==> src/uart_defs.svh <==
////////////////////
// Widths, FIFO depth, register offsets and reset values
////////////////////
`ifndef UART_DEFS_SVH
`define UART_DEFS_SVH

`define UART_DATA_W      8
`define UART_BUS_W       32
`define UART_ADDR_W      8
`define UART_FIFO_DEPTH  8

// Register map, low address byte
`define UART_REG_DATA     8'h00
`define UART_REG_DIVISOR  8'h04
`define UART_REG_CTRL     8'h08
`define UART_REG_RX_COUNT 8'h0C
`define UART_REG_TX_COUNT 8'h10
`define UART_REG_STOP     8'h18

`define UART_STOP_RESET  8'd1

`endif
==> src/uart_pkg.sv <==
////////////////////
// Bus, FIFO status, line configuration and control types
////////////////////
`include "uart_defs.svh"

package uart_pkg;

    localparam int CNT_W = $clog2(`UART_FIFO_DEPTH) + 1;

    // What a data access does when its FIFO is full or empty
    typedef enum logic [1:0] {
        bb_lock  = 2'd0,
        bb_error = 2'd1,
        bb_retry = 2'd2,
        bb_ack   = 2'd3
    } bus_behavior_t;

    typedef struct packed {
        logic                    cyc;
        logic                    stb;
        logic                    we;
        logic [`UART_ADDR_W-1:0] adr;
        logic [`UART_BUS_W-1:0]  dat;
    } wb_req_t;

    typedef struct packed {
        logic                   ack;
        logic                   err;
        logic                   rty;
        logic [`UART_BUS_W-1:0] dat;
    } wb_rsp_t;

    typedef struct packed {
        logic             empty;
        logic             full;
        logic [CNT_W-1:0] count;
    } fifo_status_t;

    typedef struct packed {
        logic [`UART_BUS_W-1:0] divisor;
        logic [7:0]             stop_bits;
    } line_cfg_t;

    typedef struct packed {
        bus_behavior_t bb;
        logic [5:0]    rsvd;
    } ctrl_reg_t;

    // Frame position, common to both serial directions
    typedef enum logic [1:0] {
        st_idle,
        st_start,
        st_data,
        st_stop
    } serial_state_t;

endpackage

==> src/uart_top.sv <==
////////////////////
// UART top level with register block, FIFOs and serial engines
////////////////////
`timescale 1ns/10ps
`include "uart_defs.svh"

module uart_top import uart_pkg::*;
(
    input  logic    clk,
    input  logic    rst,
    input  wb_req_t wb_req,
    output wb_rsp_t wb_rsp,
    output logic    tx,
    input  logic    rx
);

    line_cfg_t               line_cfg;
    fifo_status_t            tx_status;
    fifo_status_t            rx_status;
    logic                    tx_push;
    logic [`UART_DATA_W-1:0] tx_byte;
    logic                    tx_pop;
    logic [`UART_DATA_W-1:0] tx_head;
    logic                    rx_push;
    logic [`UART_DATA_W-1:0] rx_byte;
    logic                    rx_pop;
    logic [`UART_DATA_W-1:0] rx_head;

    uart_regs u_regs (
        .clk       (clk),
        .rst       (rst),
        .wb_req    (wb_req),
        .wb_rsp    (wb_rsp),
        .tx_status (tx_status),
        .rx_status (rx_status),
        .rx_byte   (rx_head),
        .tx_push   (tx_push),
        .tx_byte   (tx_byte),
        .rx_pop    (rx_pop),
        .line_cfg  (line_cfg)
    );

    ////////////////////
    // Transmit path
    ////////////////////
    byte_fifo #(.DEPTH(`UART_FIFO_DEPTH)) tx_fifo (
        .clk     (clk),
        .rst     (rst),
        .push    (tx_push),
        .wr_data (tx_byte),
        .pop     (tx_pop),
        .rd_data (tx_head),
        .status  (tx_status)
    );

    uart_tx u_tx (
        .clk         (clk),
        .rst         (rst),
        .line_cfg    (line_cfg),
        .fifo_status (tx_status),
        .fifo_byte   (tx_head),
        .pop         (tx_pop),
        .tx          (tx)
    );

    ////////////////////
    // Receive path
    ////////////////////
    byte_fifo #(.DEPTH(`UART_FIFO_DEPTH)) rx_fifo (
        .clk     (clk),
        .rst     (rst),
        .push    (rx_push),
        .wr_data (rx_byte),
        .pop     (rx_pop),
        .rd_data (rx_head),
        .status  (rx_status)
    );

    uart_rx u_rx (
        .clk      (clk),
        .rst      (rst),
        .line_cfg (line_cfg),
        .rx       (rx),
        .push     (rx_push),
        .rx_byte  (rx_byte)
    );

endmodule

==> src/uart_rx.sv <==
////////////////////
// Serial receiver
////////////////////
`timescale 1ns/10ps
`include "uart_defs.svh"

module uart_rx import uart_pkg::*;
(
    input  logic                    clk,
    input  logic                    rst,
    input  line_cfg_t               line_cfg,
    input  logic                    rx,
    output logic                    push,
    output logic [`UART_DATA_W-1:0] rx_byte
);

    serial_state_t          state;
    logic [`UART_BUS_W-1:0] cnt;
    logic [7:0]             bit_idx;
    logic [7:0]             last_stop;
    logic                   bit_done;
    logic                   sample;

    assign last_stop = (line_cfg.stop_bits == '0) ? 8'd0 : line_cfg.stop_bits - 8'd1;
    assign bit_done  = (cnt >= line_cfg.divisor);
    // Middle of each data bit
    assign sample    = (state == st_data) && (cnt == (line_cfg.divisor >> 1));

    always_ff @(posedge clk)
    begin
        if (rst)
        begin
            state   <= st_idle;
            cnt     <= '0;
            bit_idx <= '0;
            push    <= 1'b0;
        end
        else
        begin
            push <= 1'b0;
            case (state)
                st_idle:
                begin
                    cnt     <= '0;
                    bit_idx <= '0;
                    if (!rx)
                        state <= st_start;
                end
                st_start:
                begin
                    // Sit out the start bit
                    if (bit_done)
                    begin
                        cnt   <= '0;
                        state <= st_data;
                    end
                    else
                        cnt <= cnt + 1'b1;
                end
                st_data:
                begin
                    if (bit_done)
                    begin
                        cnt <= '0;
                        if (bit_idx == `UART_DATA_W - 1)
                        begin
                            bit_idx <= '0;
                            state   <= st_stop;
                        end
                        else
                            bit_idx <= bit_idx + 1'b1;
                    end
                    else
                        cnt <= cnt + 1'b1;
                end
                default:
                begin
                    // Stop bits counted, not checked
                    if (bit_done)
                    begin
                        cnt <= '0;
                        if (bit_idx == last_stop)
                        begin
                            push  <= 1'b1;
                            state <= st_idle;
                        end
                        else
                            bit_idx <= bit_idx + 1'b1;
                    end
                    else
                        cnt <= cnt + 1'b1;
                end
            endcase
        end
    end

    // LSB arrives first, so shift in from the top
    always_ff @(posedge clk)
    begin
        if (sample)
            rx_byte <= {rx, rx_byte[`UART_DATA_W-1:1]};
    end

endmodule

==> src/uart_tx.sv <==
////////////////////
// Serial transmitter
////////////////////
`timescale 1ns/10ps
`include "uart_defs.svh"

module uart_tx import uart_pkg::*;
(
    input  logic                    clk,
    input  logic                    rst,
    input  line_cfg_t               line_cfg,
    input  fifo_status_t            fifo_status,
    input  logic [`UART_DATA_W-1:0] fifo_byte,
    output logic                    pop,
    output logic                    tx
);

    serial_state_t           state;
    logic [`UART_BUS_W-1:0]  cnt;
    logic [7:0]              bit_idx;
    logic [`UART_DATA_W-1:0] shreg;
    logic [7:0]              last_stop;
    logic                    bit_done;

    // Zero stop bits still sends one
    assign last_stop = (line_cfg.stop_bits == '0) ? 8'd0 : line_cfg.stop_bits - 8'd1;
    assign bit_done  = (cnt >= line_cfg.divisor);

    always_ff @(posedge clk)
    begin
        if (rst)
        begin
            state   <= st_idle;
            cnt     <= '0;
            bit_idx <= '0;
            pop     <= 1'b0;
            tx      <= 1'b1;
        end
        else
        begin
            pop <= 1'b0;
            case (state)
                st_idle:
                begin
                    cnt     <= '0;
                    bit_idx <= '0;
                    if (!fifo_status.empty)
                    begin
                        pop   <= 1'b1;
                        state <= st_start;
                    end
                end
                st_start:
                begin
                    // Line drops once the pop cycle is over
                    if (pop)
                        tx <= 1'b0;
                    else if (bit_done)
                    begin
                        cnt   <= '0;
                        tx    <= shreg[0];
                        state <= st_data;
                    end
                    else
                        cnt <= cnt + 1'b1;
                end
                st_data:
                begin
                    if (bit_done)
                    begin
                        cnt <= '0;
                        if (bit_idx == `UART_DATA_W - 1)
                        begin
                            bit_idx <= '0;
                            tx      <= 1'b1;
                            state   <= st_stop;
                        end
                        else
                        begin
                            bit_idx <= bit_idx + 1'b1;
                            tx      <= shreg[1];
                        end
                    end
                    else
                        cnt <= cnt + 1'b1;
                end
                default:
                begin
                    if (bit_done)
                    begin
                        cnt <= '0;
                        if (bit_idx == last_stop)
                            state <= st_idle;
                        else
                            bit_idx <= bit_idx + 1'b1;
                    end
                    else
                        cnt <= cnt + 1'b1;
                end
            endcase
        end
    end

    // Head byte loaded while idle, LSB first out
    always_ff @(posedge clk)
    begin
        if (state == st_idle)
            shreg <= fifo_byte;
        else if (state == st_data && bit_done)
            shreg <= shreg >> 1;
    end

endmodule

==> src/uart_regs.sv <==
////////////////////
// Bus slave with address decode, configuration registers
// and the full/empty bus behavior of data accesses
////////////////////
`timescale 1ns/10ps
`include "uart_defs.svh"

module uart_regs import uart_pkg::*;
(
    input  logic                    clk,
    input  logic                    rst,
    input  wb_req_t                 wb_req,
    output wb_rsp_t                 wb_rsp,
    input  fifo_status_t            tx_status,
    input  fifo_status_t            rx_status,
    input  logic [`UART_DATA_W-1:0] rx_byte,
    output logic                    tx_push,
    output logic [`UART_DATA_W-1:0] tx_byte,
    output logic                    rx_pop,
    output line_cfg_t               line_cfg
);

    typedef enum logic {
        bus_idle,
        bus_resp
    } bus_state_t;

    bus_state_t    state;
    bus_behavior_t bb;
    ctrl_reg_t     ctrl_rd;
    wb_rsp_t       rsp_nxt;
    logic          data_sel;
    logic          busy;
    logic          blocked;
    logic          accept;
    logic          push_nxt;
    logic          pop_nxt;

    // Control read view, bb plus live FIFO flags
    assign ctrl_rd.bb   = bb;
    assign ctrl_rd.rsvd = {2'b00, rx_status.full, rx_status.empty,
                           tx_status.full, tx_status.empty};

    assign data_sel = (wb_req.adr == `UART_REG_DATA);
    // Writes need TX room, reads need an RX byte
    assign busy     = wb_req.we ? tx_status.full : rx_status.empty;
    assign blocked  = data_sel && busy && (bb == bb_lock);
    assign accept   = (state == bus_idle) && wb_req.cyc && wb_req.stb && !blocked;

    ////////////////////
    // Response decode
    ////////////////////
    always_comb
    begin
        rsp_nxt     = '0;
        rsp_nxt.ack = 1'b1;
        push_nxt    = 1'b0;
        pop_nxt     = 1'b0;
        if (data_sel)
        begin
            if (busy)
            begin
                // Ack mode keeps the plain ack, drops the byte or reads zero
                if (bb == bb_error)
                begin
                    rsp_nxt.ack = 1'b0;
                    rsp_nxt.err = 1'b1;
                end
                else if (bb == bb_retry)
                begin
                    rsp_nxt.ack = 1'b0;
                    rsp_nxt.rty = 1'b1;
                end
            end
            else if (wb_req.we)
                push_nxt = 1'b1;
            else
            begin
                pop_nxt = 1'b1;
                rsp_nxt.dat[`UART_DATA_W-1:0] = rx_byte;
            end
        end
        else if (!wb_req.we)
        begin
            case (wb_req.adr)
                `UART_REG_DIVISOR:  rsp_nxt.dat = line_cfg.divisor;
                `UART_REG_CTRL:     rsp_nxt.dat[7:0] = ctrl_rd;
                `UART_REG_RX_COUNT: rsp_nxt.dat[CNT_W-1:0] = rx_status.count;
                `UART_REG_TX_COUNT: rsp_nxt.dat[CNT_W-1:0] = tx_status.count;
                `UART_REG_STOP:     rsp_nxt.dat[7:0] = line_cfg.stop_bits;
                default:            rsp_nxt.dat = '0;
            endcase
        end
    end

    ////////////////////
    // Bus FSM and registers
    ////////////////////
    always_ff @(posedge clk)
    begin
        if (rst)
        begin
            state              <= bus_idle;
            wb_rsp             <= '0;
            tx_push            <= 1'b0;
            rx_pop             <= 1'b0;
            bb                 <= bb_lock;
            line_cfg.divisor   <= '0;
            line_cfg.stop_bits <= `UART_STOP_RESET;
        end
        else if (state == bus_resp)
        begin
            // One response cycle, then back to idle
            state   <= bus_idle;
            wb_rsp  <= '0;
            tx_push <= 1'b0;
            rx_pop  <= 1'b0;
        end
        else if (accept)
        begin
            state   <= bus_resp;
            wb_rsp  <= rsp_nxt;
            tx_push <= push_nxt;
            rx_pop  <= pop_nxt;
            if (wb_req.we)
            begin
                case (wb_req.adr)
                    `UART_REG_DIVISOR: line_cfg.divisor <= wb_req.dat;
                    `UART_REG_CTRL:    bb <= bus_behavior_t'(wb_req.dat[7:6]);
                    `UART_REG_STOP:    line_cfg.stop_bits <= wb_req.dat[7:0];
                    default:           ;
                endcase
            end
        end
    end

    // Byte to send, pushed during the response cycle
    always_ff @(posedge clk)
    begin
        if (accept)
            tx_byte <= wb_req.dat[`UART_DATA_W-1:0];
    end

endmodule

==> src/byte_fifo.sv <==
////////////////////
// Byte FIFO with fill count and status flags
////////////////////
`timescale 1ns/10ps
`include "uart_defs.svh"

module byte_fifo import uart_pkg::*;
#(
    parameter int DEPTH = `UART_FIFO_DEPTH
)
(
    input  logic                    clk,
    input  logic                    rst,
    input  logic                    push,
    input  logic [`UART_DATA_W-1:0] wr_data,
    input  logic                    pop,
    output logic [`UART_DATA_W-1:0] rd_data,
    output fifo_status_t            status
);

    localparam int AW = $clog2(DEPTH);

    logic [`UART_DATA_W-1:0] mem [DEPTH];
    logic [AW-1:0]           wr_ptr;
    logic [AW-1:0]           rd_ptr;
    logic [AW:0]             count;
    logic                    empty;
    logic                    full;
    logic                    do_push;
    logic                    do_pop;

    assign empty   = (count == '0);
    // Top bit alone means count equals DEPTH
    assign full    = count[AW];
    assign do_push = push && !full;
    assign do_pop  = pop && !empty;

    always_ff @(posedge clk)
    begin
        if (rst)
        begin
            wr_ptr <= '0;
            rd_ptr <= '0;
            count  <= '0;
        end
        else
        begin
            if (do_push)
                wr_ptr <= wr_ptr + 1'b1;
            if (do_pop)
                rd_ptr <= rd_ptr + 1'b1;
            if (do_push && !do_pop)
                count <= count + 1'b1;
            else if (do_pop && !do_push)
                count <= count - 1'b1;
        end
    end

    always_ff @(posedge clk)
    begin
        if (do_push)
            mem[wr_ptr] <= wr_data;
    end

    // Oldest entry always on the output
    assign rd_data      = mem[rd_ptr];
    assign status.empty = empty;
    assign status.full  = full;
    assign status.count = count;

endmodule

==> config.mk <==
export PLATFORM = sky130hd
export DESIGN_NAME = uart_top
export DESIGN_NICKNAME = d
export VERILOG_FILES = /design/src/uart_pkg.sv /design/src/uart_top.sv /design/src/uart_rx.sv /design/src/uart_tx.sv /design/src/uart_regs.sv /design/src/byte_fifo.sv
export VERILOG_INCLUDE_DIRS = /design/src /design/src/src
export SDC_FILE = /design/constraint.sdc
export NUM_CORES = 1
export LEC_CHECK = 0
export BUFFER_PORTS_ARGS = -buffer_cell sky130_fd_sc_hd__buf_2
export CAP_MARGIN = 10
export CORE_MARGIN = 3
export CORE_UTILIZATION = 60
export CTS_BUF_LIST = sky130_fd_sc_hd__clkbuf_8
export DETAILED_ROUTE_END_ITERATION = 10
export GPL_TIMING_DRIVEN = 0
export PLACE_DENSITY = 0.78
export SLEW_MARGIN = 20
export SYNTH_ARGS = -nofsm -noshare
export SYNTH_HDL_FRONTEND = slang
export SYNTH_HIERARCHICAL = 1
export SYNTH_SLANG_ARGS = --single-unit
==> constraint.sdc <==
create_clock -name clk -period 3.7 [get_ports clk]
set_input_delay 0 -clock clk [delete_from_list [all_inputs] [get_ports clk]]
set_output_delay 0 -clock clk [all_outputs]
set_load 0.02 [all_outputs]
==> results.rst, run 1 <==
.. list-table::
   :header-rows: 1

   * - Metric
     - Value
   * - # H-tree levels
     - 2
   * - Total power density per cell area
     - 436.4 nW/µm²
   * - Endpoint kind of the worst setup timing path
     - flip-flop
   * - Final hold violation count
     - 0
   * - Relative contribution of the clock network to total power
     - 0.397
   * - Endpoint of the worst setup timing path
     - u_rx/bit_idx[0]$_SDFFE_PP0P_
   * - Setup Viol. Count Final
     - 0
   * - Aggregate global-route resource usage
     - 0.2826
   * - Worst min-delay path class
     - in2reg
   * - Insertion delay of the later-clocked pin in the worst-skew pair
     - 0.59 ns
   * - Post-synthesis net count
     - around 1700
   * - Commonest cells in the synthesized netlist
     - dfxtp_1, nor2_1, edfxtp_1
   * - Critical path startpoint category
     - flip-flop
   * - Floorplan die area
     - approximately 31000 µm²
   * - Start point of the critical path
     - u_regs/line_cfg[0]$_SDFFE_PP1P_
   * - Data arrival time of the critical path
     - a little under 4 ns
   * - Gate power share
     - 0.122
   * - Most common cell in the netlist
     - dfxtp_1
   * - Number of detailed-routing iterations run before antenna repair
     - 5
   * - Synthesized cell area
     - around 18000 µm²
   * - Number of stages on the worst hold path
     - 4
   * - Reg-to-reg startpoint
     - u_regs/line_cfg[0]$_SDFFE_PP1P_
   * - Layout Nets
     - roughly 1900
   * - Clock root cell
     - clkbuf_8
   * - Static power due to leakage
     - between 0.007 and 0.008 µW
   * - Number of placement rows
     - between 60 and 70
   * - Maximum clock insertion buffer count
     - 3
   * - Number of antenna violations at the first check in global routing
     - 2
   * - HPWL after detailed placement
     - ~32 mm
   * - GP Congestion
     - 0.9220
   * - Slack of the worst reg-to-reg path
     - approximately 0.17 ns
   * - GR met1 Demand/Resource
     - 0.3947
   * - Fraction of layout cells with a size suffix above 1
     - 0.1528
   * - Core box area
     - approximately 29000 µm²
   * - Setup repair after global routing missed its margin
     - no
   * - Post-Route Skew
     - about 0.026 ns
   * - Largest driver fanout on the critical path
     - 13
   * - Global-route met2 utilization
     - 0.4566
   * - Reg clk slew, reported paths
     - around 0.070 ns
   * - Sink count of the clock tree
     - 345
   * - Post-Synthesis Cells
     - 1611
   * - Buffers on Ports
     - 78
   * - Maximum clock frequency
     - 283.7 MHz
   * - Total wire length
     - between 40 and 50 mm
   * - Fraction of synthesized cell area taken by the top area cell type
     - 0.2595
   * - Period utilisation layout
     - 0.9527
   * - Worst slew margin relative to its limit
     - 0.3625
   * - Number of distinct library cells after synthesis
     - 100
   * - Synthesized flop and latch total
     - about 350
   * - Via count of the first global-routing pass
     - about 13000
   * - Register-to-Register Path Depth
     - 11
   * - Filler cell count
     - roughly 2000
   * - Die Y
     - 177.2 µm
   * - Cell type with the highest aggregate area in the netlist
     - edfxtp_1
   * - Status
     - complete, no violations
   * - GR peak layer
     - met2
   * - Switching power total
     - 2236 µW
   * - Cell-internal power
     - approximately 6600 µW
   * - Area after DPL
     - roughly 19000 µm²
   * - Share of synthesized flip-flops with an asynchronous set or reset
     - 0
   * - Synth area leaders
     - edfxtp_1, dfxtp_1, ha_1
   * - Main flop type after synthesis
     - dfxtp_1
   * - Number of remaining DRC errors
     - 0
   * - CP Data Required Time
     - approximately 4.2 ns
   * - Yosys warning total
     - 6
   * - Vias after detailed routing
     - roughly 14000
   * - Crit Path Category
     - reg2reg
   * - Measured slew at the worst slew-check pin
     - 0.9528 ns
   * - Die Wd
     - 177.2 µm
   * - Number of violations of the max-capacitance limit
     - 0
   * - Final ANT Viol Nets
     - 0
   * - Buffers inserted during post-CTS setup optimization
     - 0
   * - Average vias per placed instance
     - between 6 and 7
   * - Iteration-0 DRC Markers
     - around 1300
   * - Number of buffers added by the clock tree synthesis step
     - 55
   * - First-pass GRT wire length
     - 70.37 mm
   * - Worst VDD drop
     - just under 400 µV
   * - Switching power as a share of total power
     - 0.2538
   * - Sequential element share of the synthesized area
     - 0.4791
   * - Pins Over Slew Limit
     - 0
   * - Initial Util
     - 0.6113
   * - Fraction of met3 tracks used by global routing
     - 0.04140
   * - Average instance area after synthesis
     - between 10 and 15 µm²
   * - Clock tree from TritonCTS
     - yes
   * - Final critical delay including setup and external delays
     - about 3.5 ns
   * - Fraction of power consumed by sequential logic
     - 0.481
   * - Pin count of the biggest net entering global routing
     - 18
   * - Count of flip-flops with a built-in enable after synthesis
     - ~150
   * - Endpoint of the most critical register-to-register path
     - u_rx/bit_idx[0]$_SDFFE_PP0P_
   * - Footprint of the multi-input gates
     - approximately 8400 µm²
   * - Total congestion overflow after global routing
     - 0
   * - Area grow syn2layout
     - 14.78%
   * - Average wire per cell in the routed design
     - between 20 and 25 µm
   * - Setup total negative slack
     - 0 ns
   * - Summed area of non-filler cells in the final layout
     - around 20000 µm²
   * - Num ports
     - between 80 and 90
   * - Flip-flop and latch area
     - approximately 8400 µm²
==> flip-flops by register name, summed over array words and instances (netlist names), 2 cells and up, named ones only <==
name and flops:
rx_fifo/wr_ptr 3, rx_fifo/count 4, rx_fifo/mem 64, u_rx/rx_byte 8, tx_fifo/count 4, u_regs/wb_rsp 35
u_rx/bit_idx 8, u_regs/bb 2, tx_fifo/mem 64, rx_fifo/rd_ptr 3, u_rx/cnt 32, u_regs/line_cfg 40
tx_fifo/wr_ptr 3, u_tx/cnt 32, u_regs/tx_byte 8, tx_fifo/rd_ptr 3, u_tx/shreg 8, u_tx/bit_idx 8
u_rx/state 2, u_tx/state 2
==> kinds of logic after synthesis <==
group,count (synthesis),share of synthesized area
and+or+nand+nor,561,0.1659
adders and majority gates,91,0.06558
AOI/OAI and AO/OA,241,0.1014
buffers and inverters,168,0.04566
xor gates and xnor gates,115,0.05882
muxes,90,0.08350
DFF,345,0.4791
==> per-stage QoR <==
step / total power [µW] / utilization / hold slack (ns) / setup slack (ns) / cells
floorplan: 5050 / - / 0.09887 / 0.5756 / 1611
global placement: 5280 / 0.6415 / 0.2425 / 0.1168 / 2073
detailed placement: 5333 / 0.6430 / 0.2442 / 0.1231 / 2075
CTS: 8844 / 0.7012 / 0.02996 / 0.1005 / 2223
global route: 9158 / 0.7016 / 0.08632 / 0.05554 / 2225
finish: 8812 / 0.7016 / 0.07303 / 0.1749 / 2225
==> what timing repair did <==
action | 4_1_cts | 5_1_grt
setup endpoints to repair | 0 | 1
hold buffers | 46 | 0
hold endpoints to repair | 65 | 0
gates resized for setup | 0 | 1
==> power groups by stage <==
stage / registers [µW] / clock network [µW] / logic [µW]
global placement: 4310 / 0 / 974
CTS: 4240 / 3550 / 1060
floorplan: 4280 / 0 / 766
detailed placement: 4320 / 0 / 1010
finish: 4240 / 3500 / 1070
global route: 4260 / 3730 / 1170
==> worst max-delay path, stage by stage, from the launching register on <==
cell and delay, ns:
dfxtp_1 0.45, inv_1 0.19, ha_1 0.25, or4b_4 0.52, or2_4 0.27, mux2_4 0.31, nor4_2 0.46, and4_1 0.28
buf_6 0.13, or3_4 0.13, buf_8 0.12, mux2_4 0.30
==> layout make-up <==
type,count,area share
flip-flops and latches,345,0.4174
clock buffers,74,0.05044
plain buffers,72,0.02194
inverters,96,0.01785
clock inverters,28,0.009667
repair buffers,126,0.04276
well taps,384,0.02379
diodes,2,0.0002479
multi-input cells,1098,0.4159
==> worst min path at each step <==
stage | from | end
finish | wb_req[36] | u_regs/wb_rsp[0]$_SDFFE_PP0P_
global route | wb_req[36] | u_regs/wb_rsp[0]$_SDFFE_PP0P_
CTS | wb_req[36] | u_regs/wb_rsp[0]$_SDFFE_PP0P_
detailed placement | wb_req[21] | u_regs/line_cfg[29]$_SDFFE_PP0P_
global placement | wb_req[31] | u_regs/line_cfg[39]$_SDFFE_PP0P_
floorplan | wb_req[0] | u_regs/tx_byte[0]$_DFFE_PP_
==> layer usage <==
metal | share of wire | routed length [µm] | up-vias
met5 | 0 | 0 | -
met4 | 0.029 | 1300 | 0
met3 | 0.069 | 3108 | 115
met2 | 0.47 | 21320 | 600
met1 | 0.43 | 19430 | 6551
li1 | - | - | 6289
==> cell usage in the layout (no fill, tap or decap), drive strengths merged, types with 30 or more instances in the layout <==
cell type,Yosys,layout
a21oi,71,71
and3,30,30
buf,38,118
clkbuf,34,108
dfxtp,193,193
dlygate4sd3,0,46
edfxtp,152,152
ha,89,89
inv,95,107
mux2,35,35
mux4,32,32
nand2,142,142
nand3,47,47
nand4,38,38
nor2,154,154
o21ai,32,32
xnor2,48,48
xor2,65,65
Power figures use the tool's default switching activity.
==> inputs of run 2 (changes only) <==
- CORE_UTILIZATION: 60 -> 58
- PLACE_DENSITY: 0.78 -> 0.76
==> results.rst, run 2 (synthesis gave the netlist of run 1 again) <==
.. list-table::
   :header-rows: 1

   * - Metric
     - Value
   * - Setup WS post-layout
     - about 0.17 ns
   * - GP Congestion
     - roughly 0.9
   * - Area grow syn2layout
     - 13.99%
   * - Vias after detailed routing
     - 13340
   * - Fraction of met3 tracks used by global routing
     - 0.05793
   * - Number of violations of the max-capacitance limit
     - 0
   * - Maximum clock insertion buffer count
     - 3
   * - Switching power as a share of total power
     - 0.2641
   * - Leading registers by flop count
     - rx_fifo/mem (64), tx_fifo/mem (64), u_regs/line_cfg (40)
   * - Worst hold slack after final layout
     - about 0.025 ns
   * - Post-Route Skew
     - 0.03360 ns
   * - Worst VDD drop
     - approximately 410 µV
   * - Worst min-delay path class
     - in2reg
   * - Total congestion overflow after global routing
     - 0
   * - Global-route met2 utilization
     - 0.4239
   * - Slowest stage cell on the critical path
     - or4b_4
   * - Cells along the critical path
     - inv_1 > ha_1 > or4b_4 > or2_4 > a211o_1 > a2111oi_4 > and4_1 > buf_6 > or3_4 > buf_8 > mux2_4
   * - Setup Viol. Count Final
     - 0
   * - Number of diodes
     - 0
   * - Maximum clock frequency
     - 283.1 MHz
   * - Total wire length
     - ~44 mm
   * - Top library cells by usage in the layout, fill and taps aside
     - dfxtp_1, nor2_1, edfxtp_1, nand2_1, inv_1
   * - Number of antenna violations at the first check in global routing
     - 0
   * - Layout Nets
     - ~1900
   * - HPWL after detailed placement
     - just over 30 mm
   * - Die Y
     - 180.2 µm
   * - Pin count of the biggest net entering global routing
     - 18
   * - Pins Over Slew Limit
     - 0
   * - Total power density per cell area
     - between 400 and 500 nW/µm²
   * - Largest driver fanout on the critical path
     - 13
   * - Reg-to-reg startpoint
     - u_regs/line_cfg[0]$_SDFFE_PP1P_
   * - Initial Util
     - 0.5904
   * - Critical path startpoint category
     - flip-flop
   * - GR met1 Demand/Resource
     - 0.3524
   * - Fraction of layout cells with a size suffix above 1
     - 0.1460
   * - Crit Path Category
     - reg2reg
   * - Final hold violation count
     - 0
   * - Setup repair after global routing missed its margin
     - no
   * - Num ports
     - slightly above 80
   * - Floorplan die area
     - approximately 32000 µm²
   * - Total power
     - roughly 8500 µW
   * - Switching power total
     - 2248 µW
   * - Relative contribution of the clock network to total power
     - 0.375
   * - Number of placed instances, taps included
     - between 2000 and 2500
   * - Number of placement rows
     - 63
   * - Setup total negative slack
     - 0 ns
   * - Number of remaining DRC errors
     - 0
   * - Endpoint kind of the worst setup timing path
     - flip-flop
   * - Worst slew margin relative to its limit
     - 0.3479
   * - GR peak layer
     - met2
   * - Average vias per placed instance
     - between 5 and 6
   * - Measured slew at the worst slew-check pin
     - slightly below 1 ns
   * - Die Wd
     - between 150 and 200 µm
   * - Clock root cell
     - clkbuf_8
   * - Clock tree from TritonCTS
     - yes
   * - Crit-path max cell delay
     - around 0.51 ns
   * - Most common cell after layout, fill and taps aside
     - dfxtp_1
   * - First-pass GRT wire length
     - 70.19 mm
   * - Static power due to leakage
     - between 0.007 and 0.008 µW
   * - Gate power share
     - 0.128
   * - Non-Filler Instances
     - 2225
   * - Fraction of power consumed by sequential logic
     - 0.498
   * - Final critical delay including setup and external delays
     - 3.532 ns
   * - Data arrival time of the critical path
     - around 4 ns
   * - Average wire per cell in the routed design
     - 19.67 µm
   * - Number of detailed-routing iterations run before antenna repair
     - 5
   * - Buffers inserted during post-CTS setup optimization
     - 0
   * - Buffers on Ports
     - between 70 and 80
   * - Reg clk slew, reported paths
     - 0.06 ns
   * - Filler cell count
     - between 2000 and 2500
   * - Insertion delay of the later-clocked pin in the worst-skew pair
     - about 0.61 ns
   * - Cell-internal power
     - ~6300 µW
   * - Pre-CTS WS
     - around 0.15 ns
   * - Core box area
     - between 20000 and 30000 µm²
   * - Final ANT Viol Nets
     - 0
   * - Via count of the first global-routing pass
     - roughly 13000
   * - Iteration-0 DRC Markers
     - 1156
   * - Number of buffers added by the clock tree synthesis step
     - 55
   * - # H-tree levels
     - 2
   * - Start point of the critical path
     - u_regs/line_cfg[0]$_SDFFE_PP1P_
   * - Period utilisation layout
     - 0.9546
   * - Status
     - complete, no violations
   * - Sink count of the clock tree
     - 345
   * - CP Data Required Time
     - 4.19 ns
   * - Aggregate global-route resource usage
     - 0.2653
   * - HP Start
     - wb_req[36]
## run 2: cell count changes in the layout (fill, tap and decap cells not counted), sizes merged
cell         delta
clkinvlp        +1
bufinv          -1
clkbuf         -12
dlygate4sd3     -1
clkinv          +4
diode           -2
inv             +6
buf             -1
## run 2: worst max-delay path, delay by kind of cell, from the launching register on
| kind | cells | cell delay, ns |
|---|---|---|
| flip-flops | 1 | 0.47 |
| multiplexers | 1 | 0.29 |
| AND/OR/NAND/NOR | 4 | 1.18 |
| AO/OA/AOI/OAI | 2 | 0.75 |
| adder cells (fa/ha/maj) | 1 | 0.25 |
| buffers and inverters | 3 | 0.47 |
## run 2: metrics by stage
step	utilization	instance area (µm²)
3_3_place_gp	0.6199	18470
5_1_grt	0.6730	20050
3_5_place_dp	0.6211	18510
2_1_floorplan	-	17590
4_1_cts	0.6725	20040
6_report	0.6730	20050
## run 2: worst paths after layout
check	endpoint	slack (ns)	cells past startpoint
setup / recovery	u_rx/bit_idx[0]$_SDFFE_PP0P_	0.17	11
setup reg to reg	u_rx/bit_idx[0]$_SDFFE_PP0P_	0.17	11
hold / removal	u_regs/bb[0]$_SDFFE_PP0P_	0.03	5
hold reg to reg	u_regs/wb_rsp[19]$_SDFFE_PP0P_	0.48	1
## run 2: layout make-up
class,count,area (µm²),share of cell area
Tap cell,390,488.0,0.02433
Timing Repair Buffer,124,845.8,0.04218
Inverter,96,360.3,0.01797
Sequential cell,345,8428,0.4203
Multi-Input combinational cell,1098,8407,0.4192
Clock inverter,38,227.7,0.01136
Clock buffer,62,853.3,0.04255
Buffer,72,442.9,0.02209
## run 2: routing by layer
| metal | part of all wire | vias up | wire length [µm] |
|---|---|---|---|
| met4 | 0.041 | 0 | 1816 |
| met1 | 0.42 | 6405 | 18380 |
| li1 | - | 6281 | - |
| met2 | 0.46 | 522 | 20280 |
| met5 | 0 | - | 0 |
| met3 | 0.075 | 130 | 3294 |
## run 2: power by group through the flow
stage / registers [µW] / clock network [µW] / logic (µW)
floorplan: 4280 / 0 / 766
global route: 4250 / 3420 / 1190
CTS: 4240 / 3250 / 1070
detailed placement: 4320 / 0 / 1010
global placement: 4300 / 0 / 981
finish: 4240 / 3190 / 1090
## run 2: what timing repair did
| action | in CTS | in global routing |
|---|---|---|
| resized for setup | 0 | 2 |
| setup endpoints to repair | 0 | 4 |
| hold buffers | 45 | 0 |
| hold endpoints to repair | 66 | 0 |
==> inputs of run 3 (changes only) <==
- BUFFER_PORTS_ARGS: -buffer_cell sky130_fd_sc_hd__buf_2 -> default
- DONT_BUFFER_PORTS: default -> 1
- PLACE_DENSITY: 0.76 -> 0.81
==> results.rst, run 3 (synthesis gave the netlist of run 1 again) <==
.. list-table::
   :header-rows: 1

   * - Metric
     - Value
   * - Clock root cell
     - clkbuf_8
   * - Iteration-0 DRC Markers
     - ~1200
   * - Filler cell count
     - about 2200
   * - Data arrival time of the critical path
     - roughly 4 ns
   * - Final critical delay including setup and external delays
     - 3.520 ns
   * - Aggregate global-route resource usage
     - 0.2639
   * - Most common cell on crit path
     - mux2_4
   * - Cells along the critical path
     - inv_1 > ha_1 > or4b_4 > or2_4 > mux2_4 > nor4_2 > and4_1 > buf_6 > or3_4 > buf_8 > mux2_4
   * - Final hold violation count
     - 0
   * - Worst slew margin relative to its limit
     - 0.3183
   * - Pins Over Slew Limit
     - 0
   * - Summed area of non-filler cells in the final layout
     - just under 20000 µm²
   * - Measured slew at the worst slew-check pin
     - around 1 ns
   * - Critical path startpoint category
     - flip-flop
   * - Num ports
     - 82
   * - Buffers on Ports
     - 0
   * - Number of antenna violations at the first check in global routing
     - 2
   * - Average wire per cell in the routed design
     - about 20 µm
   * - Buffers inserted during post-CTS setup optimization
     - 0
   * - Pin count of the biggest net entering global routing
     - 18
   * - Number of placement rows
     - between 60 and 70
   * - Reg clk slew, reported paths
     - 0.06 ns
   * - Setup total negative slack
     - 0 ns
   * - HPWL after detailed placement
     - slightly above 30 mm
   * - Vias after detailed routing
     - about 13000
   * - Sink count of the clock tree
     - 345
   * - # H-tree levels
     - 2
   * - Clock tree from TritonCTS
     - yes
   * - Setup Viol. Count Final
     - 0
   * - Die Wd
     - about 180 µm
   * - Top library cells by usage in the layout, fill and taps aside
     - dfxtp_1, nor2_1, edfxtp_1, nand2_1, inv_1
   * - Static power due to leakage
     - about 0.0073 µW
   * - GP Congestion
     - 0.9152
   * - Status
     - complete, no violations
   * - Insertion delay of the later-clocked pin in the worst-skew pair
     - about 0.59 ns
   * - Buffering stage count on the worst path with inverters included
     - 3
   * - First-pass GRT wire length
     - 69.79 mm
   * - Crit-path max cell delay
     - 0.51 ns
   * - Via count of the first global-routing pass
     - around 13000
   * - Number of violations of the max-capacitance limit
     - 0
   * - Layout Nets
     - roughly 1900
   * - Pre-CTS WS
     - 0.2315 ns
   * - Number of detailed-routing iterations run before antenna repair
     - 7
   * - Crit Path Category
     - reg2reg
   * - Slowest stage cell on the critical path
     - or4b_4
   * - Worst min-delay path class
     - in2reg
   * - Total congestion overflow after global routing
     - 0
   * - Initial Util
     - 0.5904
   * - Setup repair after global routing missed its margin
     - no
   * - Core occupancy in the finished layout
     - 0.6649
   * - CP Data Required Time
     - around 4.2 ns
   * - Maximum clock frequency
     - 284.1 MHz
   * - Number of buffers added by the clock tree synthesis step
     - 55
   * - Total power density per cell area
     - around 430 nW/µm²
   * - Most common cell after layout, fill and taps aside
     - dfxtp_1
   * - Core box area
     - between 20000 and 30000 µm²
   * - Die Y
     - between 150 and 200 µm
   * - Cell type group with the largest total delay on the critical path
     - simple AND/OR/NAND/NOR gates
   * - Leading registers by flop count
     - rx_fifo/mem (64), tx_fifo/mem (64), u_regs/line_cfg (40)
   * - Largest driver fanout on the critical path
     - 13
   * - Area after DPL
     - 18120 µm²
   * - Endpoint kind of the worst setup timing path
     - flip-flop
   * - Fraction of layout cells with a size suffix above 1
     - 0.1117
   * - Period utilisation layout
     - 0.9514
   * - Setup WS post-layout
     - 0.1799 ns
   * - Area grow syn2layout
     - 12.62%
   * - Maximum clock insertion buffer count
     - 3
   * - Total wire length
     - 44.02 mm
   * - Number of remaining DRC errors
     - 0
   * - Post-Route Skew
     - 0.02304 ns
   * - Final ANT Viol Nets
     - 0
   * - Average vias per placed instance
     - 6.136
   * - Footprint of the multi-input gates
     - 8387 µm²
   * - Floorplan die area
     - approximately 32000 µm²
   * - Flip-flop and latch area
     - ~8400 µm²
   * - Worst VDD drop
     - approximately 430 µV
run 3: changes by cell type in the layout (fill, tap and decap cells not counted), sizes merged:
cell / before / now
buf: 117 / 40
bufinv: 2 / 1
clkbuf: 96 / 102
clkinv: 18 / 21
diode: 0 / 4
dlygate4sd3: 45 / 56
inv: 113 / 109
run 3: worst paths after layout:
| kind | slack [ns] | startpoint | cells after the start | to |
|---|---|---|---|---|
| setup / recovery | 0.18 | u_regs/line_cfg[0]$_SDFFE_PP1P_ | 11 | u_rx/bit_idx[0]$_SDFFE_PP0P_ |
| setup reg to reg | 0.18 | u_regs/line_cfg[0]$_SDFFE_PP1P_ | 11 | u_rx/bit_idx[0]$_SDFFE_PP0P_ |
| hold reg to reg | 0.49 | u_tx/state[0]$_SDFFE_PP0P_ | 2 | u_tx/state[0]$_SDFFE_PP0P_ |
| hold / removal | 0.05 | wb_req[42] | 3 | u_regs/line_cfg[0]$_SDFFE_PP1P_ |
run 3: per-layer routing:
metal | vias to the layer above | routed length (µm) | GRT usage
met5 | - | 0 | 0
met4 | 0 | 1951 | 0.1084
met3 | 140 | 3268 | 0.05410
met2 | 590 | 20540 | 0.4295
met1 | 6413 | 18260 | 0.3478
li1 | 6153 | - | -
run 3: worst register-to-register path: stages (launching register included):
cell,delay (ns)
dfxtp_1,0.48
inv_1,0.22
ha_1,0.25
or4b_4,0.51
or2_4,0.27
mux2_4,0.30
nor4_2,0.43
and4_1,0.27
buf_6,0.14
or3_4,0.13
buf_8,0.12
mux2_4,0.29
run 3: cell type report:
type	count	share of cell area
buffer	72	0.02236
timing repair buffer	58	0.02892
antenna	4	0.0005052
inverter	96	0.01819
multi-input combinational	1098	0.4233
clock buffer	68	0.04724
sequential	345	0.4254
tap	390	0.02463
clock inverter	36	0.009473
run 3: stage by stage:
| stage | hold WS (ns) | std cells | total power [µW] |
|---|---|---|---|
| final | 0.05285 | 2167 | 8523 |
| after global routing | 0.04680 | 2164 | 8865 |
| after CTS | 0.01717 | 2163 | 8565 |
| after detailed placement | 0.09921 | 2003 | 5281 |
| after global placement | 0.09926 | 2001 | 5235 |
| after floorplan | 0.09887 | 1611 | 5050 |
run 3: timing repair:
item / CTS / global route
hold buffers: 56 / 0
hold endpoints to repair: 121 / 0
gates resized for setup: 0 / 0
run 3: where the power goes:
| group | leakage [µW] | switching [µW] | total, µW | internal [µW] |
|---|---|---|---|---|
| sequential | 0.00294 | 137 | 4250 | 4110 |
| combinational | 0.00373 | 568 | 1020 | 455 |
| clock | 0.000638 | 1510 | 3250 | 1740 |
